## config.mk

```make
export PLATFORM = sky130hd
export DESIGN_NAME = debug_req_gate
export DESIGN_NICKNAME = d
export VERILOG_FILES = /design/src/hdl/soc_pkg.sv /design/src/hdl/debug_req_gate.sv
export SDC_FILE = /design/constraint.sdc
export NUM_CORES = 1
export LEC_CHECK = 0
export BUFFER_PORTS_ARGS = -buffer_cell sky130_fd_sc_hd__buf_2
export CELL_PAD_IN_SITES_DETAIL_PLACEMENT = 1
export CELL_PAD_IN_SITES_GLOBAL_PLACEMENT = 2
export CORE_AREA = 2 2 39 41
export CTS_BUF_LIST = sky130_fd_sc_hd__clkbuf_8
export DETAILED_ROUTE_END_ITERATION = 10
export DIE_AREA = 0 0 41 43
export GPL_TIMING_DRIVEN = 1
export MAX_ROUTING_LAYER = met4
export PLACE_DENSITY = 0.73
export SYNTH_ARGS = -nofsm -noshare
export SYNTH_HDL_FRONTEND = slang
export SYNTH_SLANG_ARGS = --single-unit
```

## constraint.sdc

```tcl
create_clock -name clk_i -period 2.13 [get_ports clk_i]
set_input_delay 0.1065 -clock clk_i [delete_from_list [all_inputs] [get_ports clk_i]]
set_output_delay 0.1065 -clock clk_i [all_outputs]
set_load 0.1 [all_outputs]
```

## src/hdl/soc_pkg.sv

```systemverilog
`default_nettype none

package soc_pkg;

  // --------------------------------------------------
  // Widths and basic types
  // --------------------------------------------------
  localparam int unsigned AddrWidth = 32;
  localparam int unsigned DataWidth = 64;
  localparam int unsigned BeWidth   = DataWidth / 8;

  typedef logic [AddrWidth-1:0] addr_t;
  typedef logic [DataWidth-1:0] data_t;
  typedef logic [BeWidth-1:0]   be_t;

  // --------------------------------------------------
  // Address map
  // --------------------------------------------------
  typedef enum logic [1:0] {
    RegionRom   = 2'd0,
    RegionClint = 2'd1,
    RegionSpm   = 2'd2
  } region_e;

  localparam int unsigned NumRegions = 3;

  // End address is exclusive
  typedef struct packed {
    region_e idx;
    addr_t   start_addr;
    addr_t   end_addr;
  } addr_rule_t;

  localparam addr_t RomBase     = 32'h0001_0000;
  localparam addr_t RomLength   = 32'h0000_1000;
  localparam addr_t ClintBase   = 32'h0200_0000;
  localparam addr_t ClintLength = 32'h0000_C000;
  localparam addr_t SpmBase     = 32'h1C00_0000;
  localparam addr_t SpmLength   = 32'h0000_8000;

  localparam addr_rule_t AddrMap [NumRegions] = '{
    '{idx: RegionRom,   start_addr: RomBase,   end_addr: RomBase + RomLength},
    '{idx: RegionClint, start_addr: ClintBase, end_addr: ClintBase + ClintLength},
    '{idx: RegionSpm,   start_addr: SpmBase,   end_addr: SpmBase + SpmLength}
  };

  // --------------------------------------------------
  // Boot ROM image, two instructions per word
  // --------------------------------------------------
  localparam int unsigned BootRomDepth = 16;

  localparam data_t BootRomImage [BootRomDepth] = '{
    64'h0010_0293_F140_2573, 64'h0202_8293_0000_0597,
    64'h0005_8593_1C00_0137, 64'h0000_0013_0001_0113,
    64'h3052_9073_0000_0297, 64'h0000_0013_0000_0013,
    64'h1050_0073_0000_006F, 64'h0000_0013_0000_0013,
    64'hDEAD_BEEF_CAFE_F00D, 64'h0123_4567_89AB_CDEF,
    64'hFEDC_BA98_7654_3210, 64'h5555_AAAA_3333_CCCC,
    64'h0F0F_F0F0_A5A5_5A5A, 64'h8000_0000_0000_0001,
    64'h0000_0000_0000_0000, 64'hFFFF_FFFF_FFFF_FFFF
  };

  // --------------------------------------------------
  // Scratchpad and CLINT
  // --------------------------------------------------
  localparam int unsigned SpmDepth = 4096;

  localparam addr_t ClintMsipOffset     = 32'h0000_0000;
  localparam addr_t ClintMtimecmpOffset = 32'h0000_4000;
  localparam addr_t ClintMtimeOffset    = 32'h0000_BFF8;

  localparam int unsigned RtcSyncStages = 2;

  // Debug request mask window after reset, in clk_i cycles
  localparam int unsigned DebugDelayCycles = 500;
  localparam int unsigned DebugCntWidth    = $clog2(DebugDelayCycles + 1);

endpackage

`default_nettype wire

```

## src/hdl/debug_req_gate.sv

```systemverilog
`timescale 1ns/1ps
`default_nettype none

module debug_req_gate (
  input  logic clk_i,
  input  logic ndmreset_n,
  input  logic debug_req_i,
  output logic debug_req_o
);
  import soc_pkg::*;

  logic [DebugCntWidth-1:0] cnt_q;

  // Boot code runs first, requests held off until the count drains
  always_ff @(posedge clk_i or negedge ndmreset_n) begin
    if (!ndmreset_n) begin
      cnt_q <= DebugCntWidth'(DebugDelayCycles);
    end else if (cnt_q != '0) begin
      cnt_q <= cnt_q - 1'b1;
    end
  end

  assign debug_req_o = (cnt_q == '0) & debug_req_i;

endmodule

`default_nettype wire

```

-- Yosys cells after proc, flatten, opt, wreduce, memory -nomap -nowiden
Cells that the tools add are included.
- register bits: 9
- word-level logic and storage cells: 5
- input port bits: 3
- output and inout bits: 1
- bitwise gates (word level): 1
- reduce and logical (&&, ||, !) cells: 2
- add/subtract/negate cells: 1
- operators with widths (cell ; count):
    $logic_not A9 Y1 ; 1
    $reduce_bool A9 Y1 ; 1
    $sub A9 B1 Y9 const B ; 1
    $and A1 B1 Y1 ; 1

-- Logic depth before layout (Yosys ltp)
- depth in word-level cells: 2
- mapped depth: 5

-- Worst setup path after synthesis
No wires, ideal clock.
- kind: register to output
- start: register cnt_q[3]
- end: output port debug_req_o
- data arrival time: 1.803 ns
- cell stages (with the launch flop): 4
- path slack: 0.221 ns
- required time: 2.024 ns
- buffers on the path: 0
- path through: dfrtp_1 -> or4_4 -> nor4_4 -> and2_2
- word-level cells in the longest chain between the ends: 2
- RTL lines (element ; RTL line ; source):
    start, declared ; debug_req_gate.sv:12 ; logic [DebugCntWidth-1:0] cnt_q;
    start signal, assigned ; debug_req_gate.sv:17 ; cnt_q <= DebugCntWidth'(DebugDelayCycles);
    start signal, assigned ; debug_req_gate.sv:19 ; cnt_q <= cnt_q - 1'b1;
    $logic_not A9 Y1 ; debug_req_gate.sv:23 ; assign debug_req_o = (cnt_q == '0) & debug_req_i;
    $and A1 B1 Y1 ; debug_req_gate.sv:23 ;
    end, declared ; debug_req_gate.sv:8 ; output logic debug_req_o
No other way between the ends.

-- Worst setup path after layout
Ends and elaborated chain as after synthesis.

==> run metrics <==
Post-Place Worst Slack roughly 430 ps; vias in the first global route between 300 and 400; PnR worst setup slack roughly 190 ps; maximum VDD drop about 0.34 mV; #FFs+latches synth 9; Worst Skew 2.54 ps; kind of cell adding the most delay to the critical path simple AND/OR/NAND/NOR gates; CTS tree yes; P_leak around 0.26 nW; Syn Area/Cell 11.4 um2; largest net degree at the start of global routing 10; Initial DRT Pass Iterations 4; GRT Total Usage 0.165; global-route wire length before repair roughly 1600 um; max incr delay on CP 590 ps; kind of start point of the critical path flop; DR vias between 300 and 400; TritonCTS Sinks 9; CTS buffer count 3; Slew Limit Fails 0; Seq/Total Area, Yosys 0.524; initial antenna violation count 0; Placer Congestion 0.719; Net Count, Synth between 40 and 50; Buf+Inv Stages, Crit Path 1; Final #Nets between 50 and 60; worst rel slew slack 0.785; CP max FO 5; Setup crit end kind output pin; Max Root-Sink Buffers 2; Final Setup Violations 0; post-route cell area 557 um2; port bufs 3; Placed Area roughly 500 um2; Layout Cells excl Fill between 60 and 70; GR Overflow Total 0; Largest Register cnt_q; crit path max-delay cell type or4_4; yosys warns 0; antenna viol nets, final 0; type of the worst setup path reg -> out; chip width a little over 40 um; initial core utilization 0.321; RSZ-0062 raised after global routing false; post-CTS resize count 0; Syn Inst Count 39; Post-CTS Setup Bufs 0; initial drt markers 2; Total Wirelength 961 um; worst slew pin tran approximately 320 ps; top post-synthesis cells by area dfstp_2, dfrtp_1, o21ai_0; mean number of vias per cell a little over 5; post-synthesis cell area about 440 um2; Min Hold Slack between 200 and 300 ps; hold buffer count at CTS 1; Top Registers cnt_q: 9 flops; Antenna diodes 0; die area between 1500 and 2000 um2; layout cell share with drive strength beyond 1 0.417; Post-DP HPWL ~700 um; clock root buffer clkbuf_8; # DRC 0; CTS clk-pin slew, worst paths roughly 40 ps; Cell Chain, Critical Path or4_4 > nor4_4 > and2_2 > buf_12; Area Overhead vs Synth 25.4%; Fmax between 0.5 and 0.6 GHz; final hold viol count 0; num rows 14; total power 386 uW; placed insts between 50 and 60; final clock period utilization by the worst path 0.913; Die Y 43 um; post-route setup TNS 0 ps; cell taking the most area after synthesis dfstp_2; status completed; worst skew pair latency roughly 240 ps; Required @ worst endpoint 2020 ps; H-tree Lvls 1; Largest register FFs 9; post-synthesis cell type count 20; Worst Hold Class in -> async; post-layout util 0.402; WL per Instance 15.0 um; fin crit period roughly 2000 ps; share of the synthesized area in the top cell type 0.355; WP data arrival roughly 1800 ps; # IOs 4; maxcap violations 0; core box area ~1400 um2; P per Cell Area 693 nW/um2
==> kinds of logic (layout without fill, tap and decap cells) <==
kind of cell,Yosys count,count (layout),share of synthesized area
AO/OA/AOI/OAI,10,10,0.141
XOR/XNOR,1,1,0.0197
adder cells (fa/ha/maj),1,1,0.0282
buffers and inverters,2,11,0.0169
flip-flops,9,9,0.524
multiplexers,2,2,0.0479
AND/OR/NAND/NOR,14,14,0.223
==> report_power, final <==
part | total (mW) | internal (mW) | switching [mW]
clock network | 0.195 | 0.126 | 0.0690
registers | 0.172 | 0.172 | 0
logic | 0.0189 | 0.00694 | 0.0120
==> area by class of cell <==
| type | instances | area [um2] |
|---|---|---|
| Sequential cell | 9 | 233 |
| Timing Repair Buffer | 5 | 47.5 |
| Fill cell | 159 | 827 |
| Multi-Input combinational cell | 28 | 204 |
| Inverter | 2 | 7.51 |
| Clock inverter | 1 | 3.75 |
| Clock buffer | 3 | 41.3 |
| Tap cell | 16 | 20.0 |
==> cells in the mapped netlist, drive strengths merged <==
library cell	number
and2	1
dfrtp	3
dfstp	6
ha	1
inv	2
mux2	1
mux2i	1
nand2	1
nand2b	2
nor2	2
nor3	2
nor4	1
o21ai	6
o21bai	1
o31a	1
o31ai	2
or2	2
or3	2
or4	1
xnor2	1
==> worst paths after layout <==
kind                       startpoint          end  slack [ps]  depth (start not counted)
setup / recovery             cnt_q[3]  debug_req_o         190                          4
hold / removal             ndmreset_n     cnt_q[3]         260                          2
setup reg to reg             cnt_q[3]     cnt_q[1]         480                          4
hold reg to reg              cnt_q[0]     cnt_q[0]         500                          1
max in group asynchronous  ndmreset_n     cnt_q[2]        1630                          2
min in group clk_i           cnt_q[0]     cnt_q[0]         500                          1
==> layer usage <==
layer	part of all wire	vias up	wire, um	global-route usage
met5	0	-	0	-
met4	0.055	0	53	0.180
met3	0.040	5	38	0.0785
met2	0.56	5	536	0.244
met1	0.35	165	334	0.128
li1	-	156	-	-
==> layout by cell type, fill, tap and decap left out, types with 2 or more instances in the layout <==
cell type / count
dfrtp_1: 3
buf_2: 2
dfstp_2: 6
or2_2: 2
clkbuf_8: 3
nand2b_1: 2
inv_1: 3
nor3_1: 2
nor2_1: 2
o21ai_0: 6
o31ai_1: 2
or3_1: 2
No activity file was read; power rests on OpenSTA's default activity.
