$ cat src/hdl/soc_pkg.sv
`default_nettype none

package soc_pkg;

  // --------------------------------------------------
  // Widths and basic types
  // --------------------------------------------------
  localparam int unsigned AddrWidth = 32;
  localparam int unsigned DataWidth = 64;
  localparam int unsigned BeWidth   = DataWidth / 8;

  typedef logic [AddrWidth-1:0] addr_t;
  typedef logic [DataWidth-1:0] data_t;
  typedef logic [BeWidth-1:0]   be_t;

  // --------------------------------------------------
  // Address map
  // --------------------------------------------------
  typedef enum logic [1:0] {
    RegionRom   = 2'd0,
    RegionClint = 2'd1,
    RegionSpm   = 2'd2
  } region_e;

  localparam int unsigned NumRegions = 3;

  // End address is exclusive
  typedef struct packed {
    region_e idx;
    addr_t   start_addr;
    addr_t   end_addr;
  } addr_rule_t;

  localparam addr_t RomBase     = 32'h0001_0000;
  localparam addr_t RomLength   = 32'h0000_1000;
  localparam addr_t ClintBase   = 32'h0200_0000;
  localparam addr_t ClintLength = 32'h0000_C000;
  localparam addr_t SpmBase     = 32'h1C00_0000;
  localparam addr_t SpmLength   = 32'h0000_8000;

  localparam addr_rule_t AddrMap [NumRegions] = '{
    '{idx: RegionRom,   start_addr: RomBase,   end_addr: RomBase + RomLength},
    '{idx: RegionClint, start_addr: ClintBase, end_addr: ClintBase + ClintLength},
    '{idx: RegionSpm,   start_addr: SpmBase,   end_addr: SpmBase + SpmLength}
  };

  // --------------------------------------------------
  // Boot ROM image, two instructions per word
  // --------------------------------------------------
  localparam int unsigned BootRomDepth = 16;

  localparam data_t BootRomImage [BootRomDepth] = '{
    64'h0010_0293_F140_2573, 64'h0202_8293_0000_0597,
    64'h0005_8593_1C00_0137, 64'h0000_0013_0001_0113,
    64'h3052_9073_0000_0297, 64'h0000_0013_0000_0013,
    64'h1050_0073_0000_006F, 64'h0000_0013_0000_0013,
    64'hDEAD_BEEF_CAFE_F00D, 64'h0123_4567_89AB_CDEF,
    64'hFEDC_BA98_7654_3210, 64'h5555_AAAA_3333_CCCC,
    64'h0F0F_F0F0_A5A5_5A5A, 64'h8000_0000_0000_0001,
    64'h0000_0000_0000_0000, 64'hFFFF_FFFF_FFFF_FFFF
  };

  // --------------------------------------------------
  // Scratchpad and CLINT
  // --------------------------------------------------
  localparam int unsigned SpmDepth = 4096;

  localparam addr_t ClintMsipOffset     = 32'h0000_0000;
  localparam addr_t ClintMtimecmpOffset = 32'h0000_4000;
  localparam addr_t ClintMtimeOffset    = 32'h0000_BFF8;

  localparam int unsigned RtcSyncStages = 2;

  // Debug request mask window after reset, in clk_i cycles
  localparam int unsigned DebugDelayCycles = 500;
  localparam int unsigned DebugCntWidth    = $clog2(DebugDelayCycles + 1);

endpackage

`default_nettype wire

$ cat src/hdl/clint_timer.sv
`timescale 1ns/1ps
`default_nettype none

module clint_timer (
  input  logic            clk_i,
  input  logic            ndmreset_n,
  input  logic            rtc_i,
  input  logic            req_i,
  input  logic            we_i,
  input  soc_pkg::addr_t  addr_i,
  input  soc_pkg::data_t  wdata_i,
  input  soc_pkg::be_t    be_i,
  output soc_pkg::data_t  rdata_o,
  output logic            timer_irq_o,
  output logic            ipi_o
);
  import soc_pkg::*;

  logic [RtcSyncStages-1:0] rtc_sync_q;
  logic                     rtc_prev_q;
  logic                     rtc_toggle_q;
  logic                     rtc_rise;
  logic                     mtime_tick;
  logic                     sel_msip;
  logic                     sel_mtimecmp;
  logic                     sel_mtime;
  logic                     mtime_wr;
  logic                     msip_q;
  data_t                    mtime_q;
  data_t                    mtimecmp_q;
  data_t                    rdata_q;

  function automatic data_t apply_be(data_t old_val, data_t new_val, be_t be);
    data_t res;
    res = old_val;
    for (int unsigned b = 0; b < BeWidth; b++) begin
      if (be[b]) begin
        res[b*8 +: 8] = new_val[b*8 +: 8];
      end
    end
    return res;
  endfunction

  // --------------------------------------------------
  // RTC timebase, half the RTC rate
  // --------------------------------------------------
  assign rtc_rise   = rtc_sync_q[RtcSyncStages-1] & ~rtc_prev_q;
  assign mtime_tick = rtc_rise & rtc_toggle_q;

  always_ff @(posedge clk_i or negedge ndmreset_n) begin
    if (!ndmreset_n) begin
      rtc_sync_q   <= '0;
      rtc_prev_q   <= 1'b0;
      rtc_toggle_q <= 1'b0;
    end else begin
      rtc_sync_q <= {rtc_sync_q[RtcSyncStages-2:0], rtc_i};
      rtc_prev_q <= rtc_sync_q[RtcSyncStages-1];
      if (rtc_rise) begin
        rtc_toggle_q <= ~rtc_toggle_q;
      end
    end
  end

  // --------------------------------------------------
  // Register file
  // --------------------------------------------------
  // Decode on the 8-byte word inside the CLINT window
  assign sel_msip     = (addr_i[15:3] == ClintMsipOffset[15:3]);
  assign sel_mtimecmp = (addr_i[15:3] == ClintMtimecmpOffset[15:3]);
  assign sel_mtime    = (addr_i[15:3] == ClintMtimeOffset[15:3]);
  assign mtime_wr     = req_i & we_i & sel_mtime;

  always_ff @(posedge clk_i or negedge ndmreset_n) begin
    if (!ndmreset_n) begin
      msip_q     <= 1'b0;
      mtimecmp_q <= '1;
      mtime_q    <= '0;
      rdata_q    <= '0;
    end else begin
      if (req_i && we_i && sel_msip && be_i[0]) begin
        msip_q <= wdata_i[0];
      end
      if (req_i && we_i && sel_mtimecmp) begin
        mtimecmp_q <= apply_be(mtimecmp_q, wdata_i, be_i);
      end
      // Software write takes priority over the tick
      if (mtime_wr) begin
        mtime_q <= apply_be(mtime_q, wdata_i, be_i);
      end else if (mtime_tick) begin
        mtime_q <= mtime_q + 64'd1;
      end
      if (req_i && !we_i) begin
        if (sel_msip) begin
          rdata_q <= {{(DataWidth-1){1'b0}}, msip_q};
        end else if (sel_mtimecmp) begin
          rdata_q <= mtimecmp_q;
        end else if (sel_mtime) begin
          rdata_q <= mtime_q;
        end else begin
          rdata_q <= '0;
        end
      end
    end
  end

  assign rdata_o     = rdata_q;
  assign timer_irq_o = (mtime_q >= mtimecmp_q);
  assign ipi_o       = msip_q;

  a_mtime_monotonic : assert property (@(posedge clk_i) disable iff (!ndmreset_n)
    !mtime_wr |=> (mtime_q >= $past(mtime_q)));

endmodule

`default_nettype wire

$ cat config.mk
export PLATFORM = sky130hd
export DESIGN_NAME = clint_timer
export DESIGN_NICKNAME = d
export VERILOG_FILES = /design/src/hdl/soc_pkg.sv /design/src/hdl/clint_timer.sv
export SDC_FILE = /design/constraint.sdc
export NUM_CORES = 1
export LEC_CHECK = 0
export ABC_AREA = 1
export BUFFER_PORTS_ARGS = -buffer_cell sky130_fd_sc_hd__buf_4
export CAP_MARGIN = 20
export CORE_MARGIN = 2
export CORE_UTILIZATION = 63
export DETAILED_ROUTE_END_ITERATION = 8
export GPL_ROUTABILITY_DRIVEN = 0
export PLACE_DENSITY_LB_ADDON = 0.1
export SYNTH_ARGS = -nofsm -noshare
export SYNTH_HDL_FRONTEND = slang
export SYNTH_SLANG_ARGS = --single-unit
$ cat constraint.sdc
create_clock -name clk_i -period 2.7 [get_ports clk_i]
set_input_delay 0.27 -clock clk_i [delete_from_list [all_inputs] [get_ports clk_i]]
set_output_delay 0.27 -clock clk_i [all_outputs]
set_load 0.01 [all_outputs]
; After elaboration in Yosys (flattened, before gate mapping)
; Cells that the tools add are included.
[totals]
regBits = 197
input_bits = 109
out_inout_bits = 66
[op_classes]
add_sub_neg = 1
magnitude_cmp = 1
eq_ne = 10
n_mux = 13
bitwise = 6
reduce_logical = 24
[ops]
columns = cell, count
row1 = two-way mux 64 bit, 5
row2 = "adder 64 x 1 -> 64 bit, second input constant", 1
row3 = >= comparator 64 bit, 1
row4 = two-way mux 8 bit, 8
row5 = AND reduction 2 bit, 16
row6 = "!= test 2 bit, second input constant", 8
row7 = "== test 13 x 12 -> 1 bit, second input constant", 1
row8 = "== test 13 bit, second input constant", 1
row9 = logical NOT 13 bit, 1
row10 = logical AND 1 bit, 5
row11 = AND 1 bit, 4
row12 = inverter 1 bit, 2
row13 = nonzero test 2 bit, 1
row14 = logical NOT 1 bit, 1

; Longest topological paths before layout
; Gate-level depths: netlist (run 1).
[depth]
ltp_word = 5
mapped_depth = 15

; Worst setup path before layout (run 1)
; No wires, ideal clock.
[synth_timing]
path_type = reg2out
startpoint = register mtimecmp_q[63]
endpoint = output port timer_irq_o
t_arrival_ps = 1587
t_required_ps = 2430
slack_ps = 843
stages_incl_launch_ff = 11
n_path_buf = 0
cell_sequence = dfstp_2 -> inv_1 -> ha_1 -> nand2_1 -> nor2_1 -> nand2_1 -> nor3_1 -> nand4_1 -> inv_1 -> nand2_1 -> nand2_1
[synth_via]
elab_chain_cells = 1
[synth_rtl]
columns = element, line_no
row1 = "start, declared", clint_timer.sv:30  ; data_t mtimecmp_q;
row2 = "start signal, assigned", clint_timer.sv:84  ; mtimecmp_q <= apply_be(mtimecmp_q, wdata_i, be_i);
row3 = >= comparator 64 bit, clint_timer.sv:107  ; assign timer_irq_o = (mtime_q >= mtimecmp_q);
row4 = "end, declared", clint_timer.sv:14  ; output logic timer_irq_o,
; Every way passes these cells.

; Final worst setup path (run 1)
[layout_timing]
startpoint = register mtimecmp_q[7]
endpoint = output port timer_irq_o
; The elaborated chain is that of the path after synthesis.

==> results by group, run 1 <==
Status
  – Status: finished clean

Worst setup path
  – Family with the most delay on the worst path: simple AND/OR/NAND/NOR gates
  – Required time worst endpoint: 2.43 ns
  – CP max-delay cell: dfstp_2
  – Crit path launch type: flip-flop
  – Worst EP arrival: 2.39 ns
  – Levels on crit path: 13
  – Critical path class: flip-flop to output pin
  – Top cell by count, worst path: nand2_1
  – Reg2Reg Depth: 12
  – Buf/Inv on CP: 2
  – CP Cell Sequence: inv_1 > ha_1 > nand2_1 > nor2_2 > nand4_1 > nand3_2 > nand2_1 > nand2_1 > nand2_1 > nand2_2 > nand2_1 > nand2_1 > buf_4
  – Critical Path Sink Type: output pin
  – CP max FO: 3
  – Largest stage delay, worst path: 0.52 ns

Min path
  – Hold Path Depth: 3
  – Hold crit path type: input port to flip-flop

Die
  – Core ar.: 0.0196 mm^2
  – IO Pins: 175
  – Total die area: 0.0212 mm^2
  – Die H: 146 um
  – FP Rows: 51
  – Chip width: 146 um
  – Initial Util: 0.646

Clock tree
  – CTS root buffer: clkbuf_16
  – H-Tree Depth: 4
  – Cts bufs inserted: 17
  – Insertion delay to the later sink of the worst-skew pair: 0.45 ns
  – Max clock buf depth: 2
  – Num Clock Sinks: 197
  – CTS tree: built
  – Clock transition at path regs: 0.08 ns

Synth
  – Syn_area_per_cell: 7.08 um^2
  – Syn Nets: 1961
  – Area contributors post-synth: dfrtp_1 26%, nand2_1 19%, dfstp_2 13%, inv_1 6.5%, ha_1 6.4%
  – Library cells used by synthesis: 43
  – Synth Instances: 1787
  – Share of the yosys chip area belonging to registers: 0.396
  – Top cell type by total area after synthesis: dfrtp_1
  – Synth warn: 0
  – Post-synth top area share: 0.263
  – Synth Register Bits: 197
  – Synthesized cell area: 0.0127 mm^2

Placement
  – Input/output buffers: 155
  – Post-Place Cells: 2180
  – DP Wirelength: 27300 um
  – Setup WS pre-CTS: 0.311 ns
  – Placed cell areas: 0.0141 mm^2

Timing
  – Relative slew slack: 0.581
  – Final period util: 0.984
  – Fmax: 377 MHz
  – Setup TNS Final: 0 ns
  – Max Slew Vio Count: 0
  – Slew of the pin with the lowest slew margin: 0.629 ns
  – Fin Clk Skew: 0.0129 ns
  – PnR worst setup slack: 0.0444 ns
  – Final hold viol count: 0
  – Finish-stage setup viols: 0
  – Minimum clock period: 2.66 ns

Global route
  – First-pass GRT wire length: 59500 um
  – Grt total ovfl: 0
  – Antenna violations before repair: 0
  – Number of global-route vias before repair: 11891
  – Pin count of the biggest net entering global routing: 58
  – Total GRT Usage: 0.347

Drt
  – DR WL/cell: 16.5 um
  – First-pass iteration count of the detailed router: 6
  – Overall via count from detail_route: 12582
  – Drc violations: 0
  – ANT nets after route: 0
  – Initial DRC Count: 1336
  – Final wirelength: 36600 um
  – Via-to-Cell Ratio: 5.68

Final layout
  – Layout cells sized above 1: 0.174
  – Final Non-Filler Cells: 2215
  – Antenna diode count: 0
  – Nets: 2111
  – Area grow syn2layout: 16.4%
  – Fin area: 0.0147 mm^2

Flow run
  – Max Cap Violations: 0

Pwr
  – Static leakage: 0.00738 uW
  – Worst vdd ir: 364 uV
  – Power per cell area: 454 mW/mm^2
-- Yosys cell counts (all sizes together) --
master  count
o211ai     11
nor2      170
nor4b       1
buf        29
o21a        3
o22ai      57
and2        1
and3        2
clkinv      1
xor2       15
a21o        1
o21ai     146
a21oi      56
nor3       10
ha         65
inv       224
nand3      99
nor4        2
dfstp      64
nand2     648
dfrtp     133
nand4      25
xnor2       3
clkbuf     19
or2         2
-- cell families (layout without fill, tap and decap cells) --
group / Yosys count / in the layout / share of synthesized area
flops: 197 / 197 / 0.396
buf+inv: 273 / 436 / 0.0879
simple gates: 960 / 960 / 0.317
xor+xnor: 18 / 18 / 0.0125
compound gates: 274 / 274 / 0.123
fa+ha+maj: 65 / 65 / 0.0642
-- path summary, 6_finish.rpt --
check / from / to / slack (ns)
setup / recovery: mtimecmp_q[7] / timer_irq_o / 0.04
hold / removal: wdata_i[61] / mtimecmp_q[61] / 0.04
setup reg to reg: mtime_q[0] / mtime_q[52] / 0.31
hold reg to reg: rtc_sync_q[0] / rtc_sync_q[1] / 0.36
max in group asynchronous: ndmreset_n / mtimecmp_q[5] / 1.48
min in group asynchronous: ndmreset_n / mtime_q[16] / 0.33
-- placed cells by master (no fill, tap or decap), types with 11 or more instances in the layout --
master,count
nand4_1,24
nor2_1,159
xor2_1,15
o211ai_1,11
o21ai_0,106
nand3_1,96
nand2_2,13
a21oi_2,22
nand2_1,627
inv_1,220
a21oi_1,34
buf_4,174
o21ai_1,39
dfrtp_1,133
ha_1,64
dfstp_2,64
o22ai_1,57
clkbuf_16,17
-- worst min-delay path: cells and delay by family --
kind	cells	cell delay (ns)
compound gates	1	0.06
buf+inv	2	0.15
-- report_power, final --
part           leakage (uW)  internal (uW)  total, uW  switching [uW]
combinational       0.00462            340        940             600
sequential          0.00249           3070       3240             179
clock              0.000277           1240       2510            1260
total               0.00738           4650       6690            2040
-- registers in the layout, summed over array words and instances (netlist names) --
| register | count |
|---|---|
| mtime_q | 64 |
| mtimecmp_q | 64 |
| rdata_o | 64 |
| rtc_sync_q | 2 |
| ipi_o | 1 |
| rtc_prev_q | 1 |
| rtc_toggle_q | 1 |
-- routing by layer --
layer	GRT usage	wire (um)	vias to the layer above
met5	0	0	-
li1	-	-	6037
met3	0.0815	3510	101
met2	0.554	16700	600
met4	0.126	1280	0
met1	0.465	15100	5844
-- stage by stage --
stage | util | hold WS [ns] | power [uW]
floorplan | - | -0.0256 | 3760
global placement | 0.719 | 0.234 | 4130
detailed placement | 0.719 | 0.230 | 4160
CTS | 0.749 | 0.0426 | 6640
global route | 0.752 | 0.0590 | 6940
finish | 0.752 | 0.0428 | 6690
-- repair_timing --
action                                  CTS  global route
endpoints found under the setup margin    1             1
hold buffers                              2             0
setup buffers                             0             1
resized for setup                         3            10
endpoints found under the hold margin    34             0
pin swaps                                 0             4
-- layout make-up --
cell class,instances,area [um^2]
clock buffers,20,447
clock inverters,12,115
fillers,1587,4860
inverters,225,845
multi-input cells,1317,6600
flip-flops and latches,197,5010
well taps,265,332
repair buffers,179,1380
No activity file was read; power rests on OpenSTA's default activity.
==> inputs of run 2 (changes only) <==
--- a/config.mk
+++ b/config.mk
@@ -5,11 +5,10 @@
 export SDC_FILE = /design/constraint.sdc
 export NUM_CORES = 1
 export LEC_CHECK = 0
-export ABC_AREA = 1
 export BUFFER_PORTS_ARGS = -buffer_cell sky130_fd_sc_hd__buf_4
 export CAP_MARGIN = 20
 export CORE_MARGIN = 2
-export CORE_UTILIZATION = 63
+export CORE_UTILIZATION = 62
 export DETAILED_ROUTE_END_ITERATION = 8
 export GPL_ROUTABILITY_DRIVEN = 0
 export PLACE_DENSITY_LB_ADDON = 0.1
==> run 2 against run 1 <==
Net effect:
- the run now ends with setup timing left
- sequential share of layout area up 1.4 points
- utilization up 3.8 points
- power up 1.5%
- maximum frequency decreased by 7.6%
- routed wire length shrank 11%
- highest routed layer unchanged
==> results by group, run 2 <==
Placement
  – DP Wirelength: 22100 um (-19%)
  – Input/output buffers: 155 (unchanged)
  – Setup WS pre-CTS: 0.0912 ns (-0.220 ns)
  – Placed cell areas: 0.0131 mm^2 (-7.0%)

Worst setup path
  – Worst EP arrival: 2.60 ns (+0.21 ns)
  – Required time worst endpoint: 2.43 ns (about the same)
  – CP max FO: 2 (-1)
  – Critical Path Sink Type: output pin
  – Critical path class: flip-flop to output pin
  – Crit path launch type: flip-flop

Timing
  – Final hold viol count: 0 (unchanged)
  – Finish-stage setup viols: 1 (+1)
  – Final period util: 1.06 (+0.0809)
  – Fmax: 348 MHz (-7.6%)
  – Fin Clk Skew: 0.0106 ns (-0.00225 ns)
  – RSZ-0062 raised after global routing: yes
  – Relative slew slack: 0.455 (-0.126)
  – Minimum clock period: 2.87 ns (+0.218 ns)
  – PnR worst setup slack: -0.174 ns (-0.218 ns)
  – Slew of the pin with the lowest slew margin: 0.812 ns (+0.183 ns)
  – Max Slew Vio Count: 0 (unchanged)

Synth
  – Synthesized cell area: 0.0113 mm^2 (-11%)
  – Syn_area_per_cell: 9.53 um^2 (+35%)
  – Library cells used by synthesis: 68 (+58%)
  – Post-synth top area share: 0.295 (+0.0325)
  – Synth warn: 0 (unchanged)
  – Main flop type after synthesis: dfrtp_1
  – Top cells by count, synth: 146 x nand2_1, 133 x dfrtp_1, 89 x o21ai_0, 77 x inv_1, 66 x mux2_2
  – Async set-reset flop share out of synthesis: 1.00 (unchanged)
  – Top-count cell post-synth: nand2_1
  – Synth Instances: 1182 (-34%)
  – Synth Register Bits: 197 (unchanged)
  – Area contributors post-synth: dfrtp_1 30%, dfstp_2 15%, ha_1 7.2%, mux2_2 6.6%, nand2_1 4.9%
  – Syn Nets: 1356 (-31%)
  – Post-synth EDFFs: 0 (unchanged)
  – Share of the yosys chip area belonging to registers: 0.445 (+0.0489)
  – Top cell type by total area after synthesis: dfrtp_1

Drt
  – Final wirelength: 32600 um (-11%)
  – ANT nets after route: 0 (unchanged)
  – First-pass iteration count of the detailed router: 6 (unchanged)
  – Initial DRC Count: 1082 (-19%)
  – DR WL/cell: 20.0 um (+21%)
  – Via-to-Cell Ratio: 6.39 (+13%)
  – Drc violations: 0 (unchanged)
  – Overall via count from detail_route: 10396 (-17%)

Die
  – IO Pins: 175 (unchanged)
  – Die H: 139 um (-4.8%)
  – Total die area: 0.0193 mm^2 (-9.3%)
  – Initial Util: 0.629 (-0.0168)
  – Core ar.: 0.0179 mm^2 (-8.6%)
  – FP Rows: 49 (-3.9%)
  – Chip width: 139 um (-4.8%)

Clock tree
  – Cts bufs inserted: 17 (unchanged)
  – Clock transition at path regs: 0.07 ns (about the same)
  – Insertion delay to the later sink of the worst-skew pair: 0.46 ns (about the same)
  – CTS root buffer: clkbuf_16
  – Max clock buf depth: 2 (unchanged)
  – Num Clock Sinks: 197 (unchanged)
  – CTS tree: built
  – H-Tree Depth: 4 (unchanged)

Final layout
  – Filler cells: 1206 (-24%)
  – Fin area: 0.0141 mm^2 (-4.0%)
  – Final core utilization: 0.790 (+0.0382)
  – Antenna diode count: 0 (unchanged)
  – Layout cells sized above 1: 0.332 (+0.158)
  – Area grow syn2layout: 25.5%
  – Most frequent cells in the layout: 227 x buf_4, 145 x nand2_1, 133 x dfrtp_1
  – Nets: 1558 (-26%)
  – FF+latch area: 0.00501 mm^2 (unchanged)
  – Commonest non-fill, non-tap cell in the layout: buf_4
  – Footprint of the multi-input gates: 0.00610 mm^2 (-7.5%)

Global route
  – Antenna violations before repair: 0 (unchanged)
  – Grt total ovfl: 0 (unchanged)
  – Number of global-route vias before repair: 10405 (-12%)
  – Total GRT Usage: 0.347 (about the same)
  – Pin count of the biggest net entering global routing: 129 (+120%)
  – First-pass GRT wire length: 53900 um (-9.4%)

Pwr
  – Worst vdd ir: 480 uV (+32%)
  – Static leakage: 0.00604 uW (-18%)
  – Overall power: 6800 uW (+1.5%)
  – Power per cell area: 480 mW/mm^2 (+5.7%)

Min path
  – Hold crit path type: input port to flip-flop

Status
  – Failing checks: setup timing
  – Status: complete, but fails checks

Flow run
  – Max Cap Violations: 0 (unchanged)
==> run 2: cell types whose count changed after synthesis, moves of 38 or more <==
cell and change:
a22oi_1 +64, o22ai_1 -38, inv_1 -143, nand3_1 -49, mux2_2 +66, nor2_1 -98
nand2_1 -486
==> run 2: path summary, 6_finish.rpt <==
kind,slack [ns],cells after the start,to,from
max,-0.17,9,timer_irq_o,mtimecmp_q[25]
min,0.04,2,mtime_q[34],wdata_i[34]
max reg2reg,0.09,7,mtime_q[56],mtime_q[4]
min reg2reg,0.36,0,rtc_sync_q[1],rtc_sync_q[0]
max in group asynchronous,1.49,3,mtimecmp_q[29],ndmreset_n
min in group asynchronous,0.43,2,rdata_o[54],ndmreset_n
==> run 2: routing by layer <==
metal	GRT usage	wire [um]	vias up
met5	0	0	-
met4	0.155	1410	0
met3	0.0563	2160	115
met2	0.573	15700	498
met1	0.455	13300	5022
li1	-	-	4761
==> run 2: logic make-up after synthesis <==
group / count (synthesis) / share of synthesized area
flops: 197 / 0.445
simple gates: 399 / 0.183
fa+ha+maj: 65 / 0.0722
buf+inv: 130 / 0.0459
mux: 75 / 0.0742
compound gates: 313 / 0.178
xor+xnor: 3 / 0.00233
==> run 2: cell type report <==
class / instances / share of cell area
repair buffers: 236 / 0.132
clock buffers: 19 / 0.0320
multi-input cells: 855 / 0.432
well taps: 229 / 0.0203
flip-flops and latches: 197 / 0.354
clock inverters: 13 / 0.00955
inverters: 77 / 0.0204
==> run 2: power breakdown <==
group | switching [uW] | total (uW) | leakage (uW) | internal (uW)
logic | 636 | 1100 | 0.00332 | 468
registers | 64.9 | 3090 | 0.00244 | 3020
clock network | 1250 | 2610 | 0.000283 | 1350
==> run 2: repair_timing <==
item                       4_1_cts  5_1_grt
hold buffers                     2        0
pin swaps                       19        6
setup endpoints to repair        1        2
buffers inserted                 9        1
hold endpoints to repair        58        0
gates resized for setup         46        7
gates cloned                     0        0
==> run 2: through the flow <==
stage | instances | hold WS [ns] | setup TNS (ns)
after floorplan | 1182 | -0.0256 | 0
after global placement | 1581 | 0.331 | 0
after detailed placement | 1581 | 0.341 | 0
after CTS | 1624 | 0.0411 | -0.111
after global routing | 1626 | 0.0471 | -0.250
final | 1626 | 0.0420 | -0.174
==> run 2: worst max-delay path, cell delays in order, from the launching register on <==
cell and delay (ns):
dfstp_2 0.56, inv_1 0.09, ha_4 0.23, nand4_1 0.13
nor2_1 0.07, a221o_1 0.30, a211o_1 0.30, a31oi_4 0.22
o31ai_2 0.09, buf_4 0.15
