[config.mk]
export PLATFORM = sky130hd
export DESIGN_NAME = addr_demux
export DESIGN_NICKNAME = d
export VERILOG_FILES = /design/src/hdl/soc_pkg.sv /design/src/hdl/addr_demux.sv
export SDC_FILE = /design/constraint.sdc
export NUM_CORES = 1
export LEC_CHECK = 0
export ABC_CLOCK_PERIOD_IN_PS = 1500
export BUFFER_PORTS_ARGS = -buffer_cell sky130_fd_sc_hd__buf_2
export CAP_MARGIN = 25
export CELL_PAD_IN_SITES_DETAIL_PLACEMENT = 1
export CELL_PAD_IN_SITES_GLOBAL_PLACEMENT = 1
export CORE_AREA = 2 2 144 146
export CTS_CLUSTER_SIZE = 30
export DETAILED_ROUTE_END_ITERATION = 10
export DIE_AREA = 0 0 146 148
export GPL_TIMING_DRIVEN = 0
export PLACE_DENSITY = 0.58
export SLEW_MARGIN = 30
export SYNTH_ARGS = -nofsm -noshare
export SYNTH_HDL_FRONTEND = slang
export SYNTH_SLANG_ARGS = --single-unit
[constraint.sdc]
create_clock -name clk_i -period 1.5 [get_ports clk_i]
set_input_delay 0.3 -clock clk_i [delete_from_list [all_inputs] [get_ports clk_i]]
set_output_delay 0.3 -clock clk_i [all_outputs]
set_load 0.01 [all_outputs]
[src/hdl/soc_pkg.sv]
`default_nettype none

package soc_pkg;

  // --------------------------------------------------
  // Widths and basic types
  // --------------------------------------------------
  localparam int unsigned AddrWidth = 32;
  localparam int unsigned DataWidth = 64;
  localparam int unsigned BeWidth   = DataWidth / 8;

  typedef logic [AddrWidth-1:0] addr_t;
  typedef logic [DataWidth-1:0] data_t;
  typedef logic [BeWidth-1:0]   be_t;

  // --------------------------------------------------
  // Address map
  // --------------------------------------------------
  typedef enum logic [1:0] {
    RegionRom   = 2'd0,
    RegionClint = 2'd1,
    RegionSpm   = 2'd2
  } region_e;

  localparam int unsigned NumRegions = 3;

  // End address is exclusive
  typedef struct packed {
    region_e idx;
    addr_t   start_addr;
    addr_t   end_addr;
  } addr_rule_t;

  localparam addr_t RomBase     = 32'h0001_0000;
  localparam addr_t RomLength   = 32'h0000_1000;
  localparam addr_t ClintBase   = 32'h0200_0000;
  localparam addr_t ClintLength = 32'h0000_C000;
  localparam addr_t SpmBase     = 32'h1C00_0000;
  localparam addr_t SpmLength   = 32'h0000_8000;

  localparam addr_rule_t AddrMap [NumRegions] = '{
    '{idx: RegionRom,   start_addr: RomBase,   end_addr: RomBase + RomLength},
    '{idx: RegionClint, start_addr: ClintBase, end_addr: ClintBase + ClintLength},
    '{idx: RegionSpm,   start_addr: SpmBase,   end_addr: SpmBase + SpmLength}
  };

  // --------------------------------------------------
  // Boot ROM image, two instructions per word
  // --------------------------------------------------
  localparam int unsigned BootRomDepth = 16;

  localparam data_t BootRomImage [BootRomDepth] = '{
    64'h0010_0293_F140_2573, 64'h0202_8293_0000_0597,
    64'h0005_8593_1C00_0137, 64'h0000_0013_0001_0113,
    64'h3052_9073_0000_0297, 64'h0000_0013_0000_0013,
    64'h1050_0073_0000_006F, 64'h0000_0013_0000_0013,
    64'hDEAD_BEEF_CAFE_F00D, 64'h0123_4567_89AB_CDEF,
    64'hFEDC_BA98_7654_3210, 64'h5555_AAAA_3333_CCCC,
    64'h0F0F_F0F0_A5A5_5A5A, 64'h8000_0000_0000_0001,
    64'h0000_0000_0000_0000, 64'hFFFF_FFFF_FFFF_FFFF
  };

  // --------------------------------------------------
  // Scratchpad and CLINT
  // --------------------------------------------------
  localparam int unsigned SpmDepth = 4096;

  localparam addr_t ClintMsipOffset     = 32'h0000_0000;
  localparam addr_t ClintMtimecmpOffset = 32'h0000_4000;
  localparam addr_t ClintMtimeOffset    = 32'h0000_BFF8;

  localparam int unsigned RtcSyncStages = 2;

  // Debug request mask window after reset, in clk_i cycles
  localparam int unsigned DebugDelayCycles = 500;
  localparam int unsigned DebugCntWidth    = $clog2(DebugDelayCycles + 1);

endpackage

`default_nettype wire

[src/hdl/addr_demux.sv]
`timescale 1ns/1ps
`default_nettype none

module addr_demux (
  input  logic            clk_i,
  input  logic            ndmreset_n,
  input  logic            req_i,
  input  logic            we_i,
  input  soc_pkg::addr_t  addr_i,
  input  soc_pkg::data_t  wdata_i,
  input  soc_pkg::be_t    be_i,
  input  soc_pkg::data_t  rom_rdata_i,
  input  soc_pkg::data_t  clint_rdata_i,
  input  soc_pkg::data_t  spm_rdata_i,
  output logic            rom_req_o,
  output logic            clint_req_o,
  output logic            spm_req_o,
  output logic            rvalid_o,
  output soc_pkg::data_t  rdata_o,
  output logic            err_o
);
  import soc_pkg::*;

  logic [NumRegions-1:0] hit;
  region_e               sel_d;
  region_e               sel_q;
  logic                  miss_q;
  logic                  we_q;
  logic                  rvalid_q;

  // Compare against every rule, last match wins
  always_comb begin
    hit   = '0;
    sel_d = RegionRom;
    for (int unsigned i = 0; i < NumRegions; i++) begin
      if (addr_i >= AddrMap[i].start_addr && addr_i < AddrMap[i].end_addr) begin
        hit[AddrMap[i].idx] = 1'b1;
        sel_d               = AddrMap[i].idx;
      end
    end
  end

  assign rom_req_o   = req_i & hit[RegionRom];
  assign clint_req_o = req_i & hit[RegionClint];
  assign spm_req_o   = req_i & hit[RegionSpm];

  // Remember where the response comes from
  always_ff @(posedge clk_i or negedge ndmreset_n) begin
    if (!ndmreset_n) begin
      rvalid_q <= 1'b0;
      miss_q   <= 1'b0;
      we_q     <= 1'b0;
      sel_q    <= RegionRom;
    end else begin
      rvalid_q <= req_i;
      if (req_i) begin
        miss_q <= (hit == '0);
        we_q   <= we_i;
        sel_q  <= sel_d;
      end
    end
  end

  assign rvalid_o = rvalid_q;
  assign err_o    = rvalid_q & miss_q;

  // Write data and strobes are shared, only the response is muxed
  always_comb begin
    rdata_o = '0;
    if (rvalid_q && !miss_q && !we_q) begin
      case (sel_q)
        RegionRom:   rdata_o = rom_rdata_i;
        RegionClint: rdata_o = clint_rdata_i;
        RegionSpm:   rdata_o = spm_rdata_i;
        default:     rdata_o = '0;
      endcase
    end
  end

  a_onehot_targets : assert property (@(posedge clk_i) disable iff (!ndmreset_n)
    $onehot0({rom_req_o, clint_req_o, spm_req_o}));

endmodule

`default_nettype wire

* Word level (Yosys, flattened, before mapping)
Index checks and enable logic that the tools add are counted.
** Word-level totals
- Register bits after elaboration :: 5
- Bits of input ports :: 300
- Output and inout bits :: 69
** Cells by class
- Order comparisons :: 6
- Eq/ne operators :: 2
- Multiplexer cells :: 7
- Bitwise logic cells :: 4
- Reduce and logical (&&, ||, !) cells :: 9
** Operator list (number)
- one-hot mux 64 bit (3 select lines) :: 1
- 2-to-1 mux 64 bit :: 1
- greater-or-equal comparator 32 x 17 -> 1 bit, second input constant :: 1
- greater-or-equal comparator 32 x 26 -> 1 bit, second input constant :: 1
- greater-or-equal comparator 32 x 29 -> 1 bit, second input constant :: 1
- less-than comparator 32 x 17 -> 1 bit, second input constant :: 1
- less-than comparator 32 x 26 -> 1 bit, second input constant :: 1
- less-than comparator 32 x 29 -> 1 bit, second input constant :: 1
- logical AND 1 bit :: 5
- AND 1 bit :: 4
- 2-to-1 mux 1 bit :: 4
- logical NOT 3 bit :: 1
- equality test 2 x 1 -> 1 bit, second input constant :: 1
- equality test 2 bit, second input constant :: 1
- logical NOT 1 bit :: 2
- logical NOT 2 bit :: 1
- 2-to-1 mux 2 bit :: 1

* Longest topological paths before layout
Gate-level depths: netlist (run 1).
- Word-level depth :: 4
- Depth in mapped cells :: 6
- Gate-level depth less buffers :: 4

* Least setup slack after synthesis (run 1)
Ideal clock, no wire load.
- Kind :: reg-to-output
- From :: reg sel_q[1]
- To :: out rdata_o[10]
- Arrival time :: 1213 ps
- Required time :: 1200 ps
- Path slack :: -13 ps
- Stages on the path, launching flop included :: 5
- Path buffers :: 1
- Cell sequence :: dfrtp_1 > a211oi_1 > nand2_1 > clkbuf_1 > nor2_1
** Between the ends
- Cells in the longest elaborated chain, start to end :: 3
- Elaborated cells between the ends (all ways) :: 5
** Ends and longest elaborated chain
- start, declared :: RTL line addr_demux.sv:26 : region_e sel_q;
- start signal, assigned :: RTL line addr_demux.sv:53 : sel_q <= RegionRom;
- start signal, assigned :: RTL line addr_demux.sv:59 : sel_q <= sel_d;
- equality test 2 bit, or another cell as far along :: RTL line addr_demux.sv:71 : case (sel_q)
- one-hot mux 64 bit (3 select lines) (*) :: RTL line addr_demux.sv:71
- 2-to-1 mux 64 bit (*) :: RTL line addr_demux.sv:70 : if (rvalid_q && !miss_q && !we_q) begin
- end, declared :: RTL line addr_demux.sv:19 : output soc_pkg::data_t rdata_o,
Mark *: on every way between the ends. The rest lies on a longest branch, timed or not.

* Final worst setup path (run 1)
- From :: reg sel_q[1]
- To :: out rdata_o[20]
Same word-level chain as after synthesis.

==> results_dict.tcl, run 1 <==
set metrics [dict create \
    max-slew-margin-rel_pct 69.8 \
    rsz0062_at_grt "yes" \
    grt_use_met1_pct 12.1 \
    num_vias 3443 \
    reg2reg_depth 3 \
    clock-root-buffer "clkbuf_16" \
    nets 926 \
    r2r-start "sel_q[0]" \
    antennaDiodeCount 0 \
    arrival_ns 1.66 \
    end_kind "output pin" \
    synthesis.nets 614 \
    cp-startpoint "sel_q[1]" \
    cts_tree "done" \
    reg2reg_slack_ns 0.38 \
    top_usage_layer "met2" \
    yosysSeqAreaShare_pct 6.48 \
    synthesis.area_um2 1930 \
    layout_common_cells "buf_2 (281), nor2_1 (118), a21oi_1 (57), mux2i_1 (51), buf_4 (17)" \
    clkLatencyLatePin_ns 0.23 \
    clkTransAtPathRegs_ns 0.03 \
    initial_core_util_pct 9.63 \
    path_max_fanout 8 \
    period_share_pct 130 \
    place_ws_ns -0.730 \
    io_pins 369 \
    cp.required_ns 1.20 \
    drt-wirelength-per-cell_um 14.3 \
    ys_seq_elements 5 \
    grt_pass1_vias 3626 \
    crit_end "rdata_o[20]" \
    drt_iter0_markers 48 \
    numClockSinks 5 \
    dp_hpwl_um 10100 \
    syn_inst 314 \
    leakagePower_nw 2.24 \
    first_pass_iters 4 \
    layout_commonest_cell "buf_2" \
    dieArea_um2 21600 \
    finalSetupViolCount 67 \
    clock_skew_ns 0 \
    viasPerCell 3.85 \
    drive_gt1_share_pct 60.6 \
    grt_use_met2_pct 21.1 \
    worst_slack_ns -0.457 \
    grt_overflow 0 \
    numPortBuffers 284 \
    antenna_found_initial 0 \
    syn2layout_area_growth_pct 131 \
    fin_tns_setup_ns -25.59 \
    powerDensity_nw_per_um2 282 \
    remaining_drc_errors 0 \
    met3_usage_pct 2.19 \
    timing.fmax_mhz 511 \
    grt_max_degree 11 \
    worst-setup-path-type "flop to output pin" \
    grtUsageTotal_pct 10.7 \
    numCtsBuffers 3 \
    wl_um 12800 \
    vdd_drop_max_mv 0.350 \
    dieHeight_um 148 \
    clockBufferDepth 2 \
    gp_congestion 0.758 \
    layout_min_cycle_time_ns 1.96 \
    core_area_um2 20000 \
    violations "negative setup slack" \
    rr_endpoint "sel_q[0]" \
    worstMarginPinSlew_ns 0.453 \
    status "finished, violations left" \
    htree_levels 1 \
    dieWidth_um 146 \
    synth_cell_type_count 24 \
    fin_total_pwr_mw 1.25 \
    antenna_left 0 \
    yosysWarnings 0 \
    drv_cap 0 \
    hold_viol 0 \
    avgSynthCellArea_um2 6.15 \
    rows 52 \
    hp-class "input pin to flop" \
    slew_viol_final 0 \
    nFillCells 2536 \
    grt_pass1_wl_um 18700 \
    start_kind "flop" \
]
## registers in the layout, indices dropped and copies added, names as in the netlist
name	flops
miss_q	1
rvalid_o	1
sel_q	2
we_q	1
## how the worst min path moves through the flow
stage                     slack [ns]  depth (start not counted)  endpoint        from
after global placement          0.12                          1      we_q  ndmreset_n
final                           0.24                          1  rvalid_o       req_i
after CTS                       0.24                          1  rvalid_o       req_i
after detailed placement        0.12                          1      we_q  ndmreset_n
after floorplan                0.004                          0    miss_q  ndmreset_n
after global routing            0.25                          1  rvalid_o       req_i
## critical path, stage by stage (launching register included)
cell       delay [ns]
dfrtp_2          0.45
buf_12           0.21
clkbuf_16        0.18
mux2i_4          0.22
nor2_1           0.07
a21oi_1          0.12
nor2_1           0.05
buf_2            0.14
## cells by family (layout without fill, tap and decap cells)
family / count (synthesis) / in the layout / synth area share (%)
AO/OA/AOI/OAI: 68 / 68 / 18.2
AND/OR/NAND/NOR: 148 / 148 / 33.4
flip-flops: 5 / 5 / 6.48
multiplexers: 65 / 65 / 33.8
buffers and inverters: 28 / 339 / 8.17
## routing by layer
metal  vias to the layer above  part of all wire, %
li1                       1699                    -
met1                      1568                   40
met2                       168                   52
met3                         8                  7.1
met4                         0                 0.52
met5                         -                    0
## through the flow
step	hold slack [ns]	area (µm²)	instances	utilization, %
finish	0.239	4450	895	22.2
floorplan	0.00441	1930	314	-
detailed placement	0.115	3690	868	18.4
CTS	0.237	4280	894	21.4
global route	0.254	4450	895	22.2
global placement	0.118	3690	868	18.4
## report_power, final
part	switching, mW	internal, mW
sequential	0.00474	0.142
clock	0.0873	0.352
combinational	0.294	0.373
## repair_timing
action	4_1_cts	5_1_grt
gates resized for setup	77	29
hold buffers	1	0
endpoints found under the setup margin	67	69
pin swaps	12	7
setup buffers	20	3
endpoints found under the hold margin	5	0
cloned	1	4
## cells in the mapped netlist, drive strengths merged
master,count,area share [%]
a211oi,1,0.39
nand4b,1,0.45
nand3,2,0.78
mux2,1,0.58
nand4,1,0.32
a21oi,64,17
a21o,2,0.78
nor3,4,1.0
nor2b,1,0.32
nor2,129,25
o41ai,1,0.45
buf,21,6.8
clkbuf,6,1.2
nand2,3,0.58
and2,2,0.65
inv,1,0.19
mux2i,64,33
nor4,5,4.1
dfrtp,5,6.5
## area by class of cell
| type | instances | area, µm² | share of cell area, % |
|---|---|---|---|
| Timing Repair Buffer | 307 | 1750 | 39.3 |
| Clock buffer | 4 | 78.8 | 1.77 |
| Multi-Input combinational cell | 281 | 1830 | 41.1 |
| Tap cell | 270 | 338 | 7.59 |
| Inverter | 1 | 3.75 | 0.0843 |
| Buffer | 27 | 324 | 7.28 |
| Sequential cell | 5 | 126 | 2.84 |
No activity file was read; power rests on OpenSTA's default activity.
==> inputs of run 2 (changes only) <==
==> constraint.sdc (replaced) <==
create_clock -name clk_i -period 1.5 [get_ports clk_i]
set_input_delay 0.15 -clock clk_i [delete_from_list [all_inputs] [get_ports clk_i]]
set_output_delay 0.15 -clock clk_i [all_outputs]
set_load 0.01 [all_outputs]
==> run 2 against run 1 <==
- the run still ends with negative setup slack left
- combinational power decreased by 3.3%
- clock power about the same
- die area unchanged
- worst setup slack improved by 0.15 ns
- cell count decreased by 0.89%
- clock skew unchanged
- flip-flop and latch count unchanged
- sequential power about the same
- first-iteration DRC count increased by 25%
- non-clock buffer count decreased by 8
- critical path depth unchanged
- highest routed layer unchanged
==> results_dict.tcl, run 2 (synthesis gave the netlist of run 1 again) <==
set metrics [dict create \
    syn2layout_area_growth_pct 123 \
    violations "negative setup slack" \
    numPortBuffers 284 \
    htree_levels 1 \
    clock_skew_ns 0 \
    gp_congestion 0.758 \
    crit_top_cell "nor2_1" \
    io_pins 369 \
    rr_endpoint "sel_q[0]" \
    drt-wirelength-per-cell_um 14.3 \
    switchingPower_mw 0.378 \
    layout_common_cells "buf_2 (287), nor2_1 (120), a21oi_1 (58), mux2i_1 (51)" \
    fin_cells 887 \
    place_inst 868 \
    design_area_um2 4310 \
    finalSetupViolCount 64 \
    grt_overflow 0 \
    clkLatencyLatePin_ns 0.23 \
    cts_tree "done" \
    hold_end "rvalid_o" \
    timing.fmax_mhz 554 \
    start_kind "flop" \
    antenna_left 0 \
    wl_um 12700 \
    worstMarginPinSlew_ns 0.454 \
    viasPerCell 3.84 \
    largest_reg_flops 2 \
    antenna_found_initial 0 \
    reg2reg_depth 3 \
    dieHeight_um 148 \
    grt_pass1_vias 3523 \
    numClockSinks 5 \
    drt_iter0_markers 60 \
    clockBufferDepth 2 \
    end_kind "output pin" \
    p_seq_share_pct 11.9 \
    antennaDiodeCount 0 \
    grt_pass1_wl_um 18400 \
    r2r-start "sel_q[0]" \
    dieArea_um2 21600 \
    initial_core_util_pct 9.63 \
    dieWidth_um 146 \
    dp_hpwl_um 10100 \
    nets 918 \
    grt_max_degree 11 \
    drv_cap 0 \
    slew_viol_final 0 \
    powerDensity_nw_per_um2 286 \
    regMostFlops "sel_q" \
    leakagePower_nw 2.17 \
    placed_area_um2 3690 \
    clkTransAtPathRegs_ns 0.03 \
    numCtsBuffers 3 \
    first_pass_iters 4 \
    rows 52 \
    p_int_mw 0.853 \
    hold_depth 1 \
    period_share_pct 120 \
    max-slew-margin-rel_pct 69.8 \
    hp-class "input pin to flop" \
    hold_viol 0 \
    drive_gt1_share_pct 59.2 \
    pwr-share-clk_pct 35.7 \
    critPathMaxStageDelay_ns 0.44 \
    rsz0062_at_grt "yes" \
    status "finished, violations left" \
    reg2reg_slack_ns 0.38 \
    layout_commonest_cell "buf_2" \
    path_max_fanout 8 \
    slowest_stage "dfrtp_2" \
    core_area_um2 20000 \
    worst_slack_ns -0.306 \
    hold_path_startpoint "req_i" \
    fin_total_pwr_mw 1.23 \
    worst-setup-path-type "flop to output pin" \
    clock-root-buffer "clkbuf_16" \
    grtUsageTotal_pct 10.5 \
    cp.required_ns 1.35 \
    layout_min_cycle_time_ns 1.81 \
    vdd_drop_max_mv 0.272 \
    crit_chain "buf_12 -> clkbuf_16 -> mux2i_4 -> nor2_1 -> a21oi_1 -> nor2_1 -> buf_2" \
    arrival_ns 1.66 \
    num_vias 3403 \
    remaining_drc_errors 0 \
    switching_share_pct 30.7 \
    pwr-share-comb_pct 52.4 \
]
[run 2: worst max-delay path by stage]
stage	depth (start not counted)	slack (ns)	start	endpoint
after CTS	7	-0.30	sel_q[1]	rdata_o[17]
after global routing	7	-0.40	sel_q[1]	rdata_o[16]
after floorplan	4	0.14	sel_q[1]	rdata_o[10]
after detailed placement	5	-0.58	sel_q[1]	rdata_o[31]
after global placement	5	-0.57	sel_q[1]	rdata_o[61]
final	7	-0.31	sel_q[1]	rdata_o[20]
[run 2: layout make-up]
| cell class | count | area, µm² |
|---|---|---|
| buffer | 27 | 324 |
| clock buffer | 4 | 78.8 |
| fill | 2538 | 15700 |
| inverter | 1 | 3.75 |
| multi-input combinational | 281 | 1790 |
| sequential | 5 | 126 |
| tap | 270 | 338 |
| timing repair buffer | 299 | 1650 |
[run 2: worst max-delay path, delay by kind of cell, from the launching register on]
kind / cells / cell delay, ns
buf+inv: 3 / 0.52
flops: 1 / 0.44
mux: 1 / 0.22
simple gates: 2 / 0.12
compound gates: 1 / 0.12
[run 2: what timing repair did]
action                                  4_1_cts  5_1_grt
pin swaps                                     3        6
gates cloned                                  1        4
gates resized for setup                      67       24
buffers inserted                              7        3
endpoints found under the setup margin       64       65
endpoints found under the hold margin         5        0
hold buffers                                  1        0
[run 2: power groups by stage]
stage                     logic, mW  clock network [mW]  registers (mW)
final                         0.645               0.440           0.147
after global placement        0.575                   0           0.147
after global routing          0.718               0.450           0.148
after floorplan               0.206                   0           0.147
after detailed placement      0.586                   0           0.147
after CTS                     0.627               0.446           0.147
[run 2: stage by stage]
step	setup slack (ns)	setup TNS, ns	util [%]	hold WS [ns]
2_1_floorplan	0.137	0	-	-0.146
5_1_grt	-0.397	-22.66	21.5	0.103
4_1_cts	-0.296	-15.98	20.6	0.0865
3_3_place_gp	-0.569	-27.95	18.4	-0.0323
3_5_place_dp	-0.580	-28.64	18.4	-0.0345
6_report	-0.306	-15.15	21.5	0.0859
[run 2: routing by layer]
layer  vias up  share of wire, %  GRT usage, %
met2       168                52          20.6
met3         8               7.3          2.19
met4         0              0.53          1.31
met5         -                 0             0
met1      1544                40          11.9
li1       1683                 -             -
==> inputs of run 3 (changes only) <==
--- a/config.mk
+++ b/config.mk
@@ -8,3 +8,2 @@
 export ABC_CLOCK_PERIOD_IN_PS = 1500
-export BUFFER_PORTS_ARGS = -buffer_cell sky130_fd_sc_hd__buf_2
 export CAP_MARGIN = 25
@@ -16,4 +15,5 @@
 export DIE_AREA = 0 0 146 148
+export DONT_BUFFER_PORTS = 1
 export GPL_TIMING_DRIVEN = 0
-export PLACE_DENSITY = 0.58
+export PLACE_DENSITY = 0.3
 export SLEW_MARGIN = 30
--- a/constraint.sdc
+++ b/constraint.sdc
@@ -3,2 +3,2 @@
 set_output_delay 0.15 -clock clk_i [all_outputs]
-set_load 0.01 [all_outputs]
+set_load 0.02 [all_outputs]
==> run 3 against run 2 <==
- the run still ends with negative setup slack left
- core utilization shrank 3.9 points
- highest routed layer unchanged
- fmax grew 5.2%
- combinational power shrank 20%
- critical path depth shrank 2
- count of clock-buffer cells in the layout is the same
- power shrank 10%
- first-iteration DRC count shrank 28%
- flip-flop and latch count is the same
- non-clock buffer count shrank 281
- worst setup slack gained 0.089 ns
- register-to-register slack lost 0.02 ns
- clock power is essentially flat
- largest cell class is now multi-input combinational cells
- critical path type unchanged
==> results_dict.tcl, run 3 (synthesis gave the netlist of run 1 again) <==
set metrics [dict create \
    antenna_left 0 \
    dieHeight_um 148 \
    viasPerCell 4.06 \
    top_usage_layer "met2" \
    layout_min_cycle_time_ns 1.72 \
    met3_usage_pct 1.91 \
    timing.fmax_mhz 582 \
    vdd_drop_max_mv 0.386 \
    numClockSinks 5 \
    io_pins 369 \
    path_max_fanout 8 \
    remaining_drc_errors 0 \
    num_vias 2459 \
    first_pass_iters 3 \
    critPathBufInv 2 \
    regMostFlops "sel_q" \
    drt_iter0_markers 43 \
    max-slew-margin-rel_pct 69.6 \
    switchingPower_mw 0.407 \
    numPortBuffers 0 \
    clock_skew_ns 0 \
    slowest_stage "dfrtp_2" \
    pwr-share-comb_pct 47.0 \
    worstMarginPinSlew_ns 0.452 \
    critPathMaxStageDelay_ns 0.43 \
    syn2layout_area_growth_pct 82.2 \
    nets 637 \
    violations "negative setup slack" \
    grt_max_degree 11 \
    end_kind "output pin" \
    start_kind "flop" \
    arrival_ns 1.57 \
    clkLatencyLatePin_ns 0.23 \
    clockBufferDepth 2 \
    finalSetupViolCount 64 \
    initial_core_util_pct 9.63 \
    placed_area_um2 2270 \
    drive_gt1_share_pct 50.9 \
    leakagePower_nw 1.03 \
    hp-class "input pin to flop" \
    grt_pass1_vias 2728 \
    grt_use_met1_pct 9.48 \
    p_int_mw 0.699 \
    hold_slack_ns 0.0778 \
    cp.required_ns 1.35 \
    clock-root-buffer "clkbuf_16" \
    grt_use_met2_pct 17.8 \
    wl_um 10500 \
    critPathTopFamily "flip-flops" \
    nFillCells 2401 \
    dp_hpwl_um 8080 \
    layout_commonest_cell "nor2_1" \
    htree_levels 1 \
    pwr-share-clk_pct 39.6 \
    grtUsageTotal_pct 8.78 \
    p_seq_share_pct 13.5 \
    period_share_pct 114 \
    dieWidth_um 146 \
    rsz0062_at_grt "yes" \
    antennaDiodeCount 0 \
    antenna_found_initial 0 \
    cts_tree "done" \
    gp_congestion 0.729 \
    fin_total_pwr_mw 1.11 \
    slew_viol_final 0 \
    numCtsBuffers 3 \
    fin_util_pct 17.6 \
    worst-setup-path-type "flop to output pin" \
    core_area_um2 20000 \
    largest_reg_flops 2 \
    crit_chain "a211oi_2 -> nand2_2 -> buf_12 -> clkbuf_16 -> nor2_4" \
    grt_pass1_wl_um 15200 \
    place_ws_ns -0.679 \
    rows 52 \
    grt_overflow 0 \
    drv_cap 0 \
    powerDensity_nw_per_um2 314 \
    status "finished, violations left" \
    clkTransAtPathRegs_ns 0.03 \
    dieArea_um2 21600 \
    drt-wirelength-per-cell_um 17.3 \
    design_area_um2 3520 \
    hold_viol 0 \
    worst_slack_ns -0.217 \
    layout_common_cells "nor2_1 (65), nor2_4 (64), mux2i_1 (63), a21oi_2 (51), a21oi_1 (13)" \
    switching_share_pct 36.8 \
]
[run 3: cell count changes in the layout (fill, tap and decap cells not counted), sizes merged]
| cell | change |
|---|---|
| dlygate4sd3 | +1 |
| buf | -282 |
[run 3: path summary, 6_finish.rpt]
check                                 from  cells past startpoint  slack [ns]     endpoint
worst max-delay path              sel_q[1]                      5       -0.22  rdata_o[54]
worst min-delay path                  we_i                      1        0.08         we_q
worst max register to register    sel_q[0]                      3        0.36     sel_q[0]
worst min register to register        we_q                      1        0.53         we_q
max in group asynchronous       ndmreset_n                      1        1.08     sel_q[1]
min in group asynchronous       ndmreset_n                      1        0.21     sel_q[0]
[run 3: per-layer routing]
metal  wire (µm)  share of wire [%]
met5           0                  0
met4          53               0.51
met3         816                7.8
met2        5860                 56
met1        3750                 36
[run 3: area by class of cell]
type                    instances  area [µm²]  area share, %
multi-input cells             281        2340           66.5
plain buffers                  27         388           11.0
well taps                     270         338           9.61
repair buffers                 18         243           6.90
flip-flops and latches          5         126           3.59
clock buffers                   4        78.8           2.24
inverters                       1        3.75          0.107
[run 3: stage by stage]
stage,TNS [ns],instances
2_1_floorplan,0,314
3_3_place_gp,-37.41,584
3_5_place_dp,-35.90,584
4_1_cts,-11.82,598
5_1_grt,-15.34,606
6_report,-11.54,606
[run 3: repair_timing]
action,in CTS,in global routing
hold buffers,2,0
pin swaps,55,11
gates resized for setup,239,18
setup endpoints to repair,64,65
buffers inserted,3,7
cloned,5,1
hold endpoints to repair,6,0
[run 3: power by group through the flow]
stage	registers [mW]	logic (mW)	clock network, mW
final	0.149	0.519	0.438
after global routing	0.149	0.558	0.451
after CTS	0.149	0.499	0.441
after detailed placement	0.149	0.291	0
after global placement	0.150	0.287	0
after floorplan	0.148	0.243	0
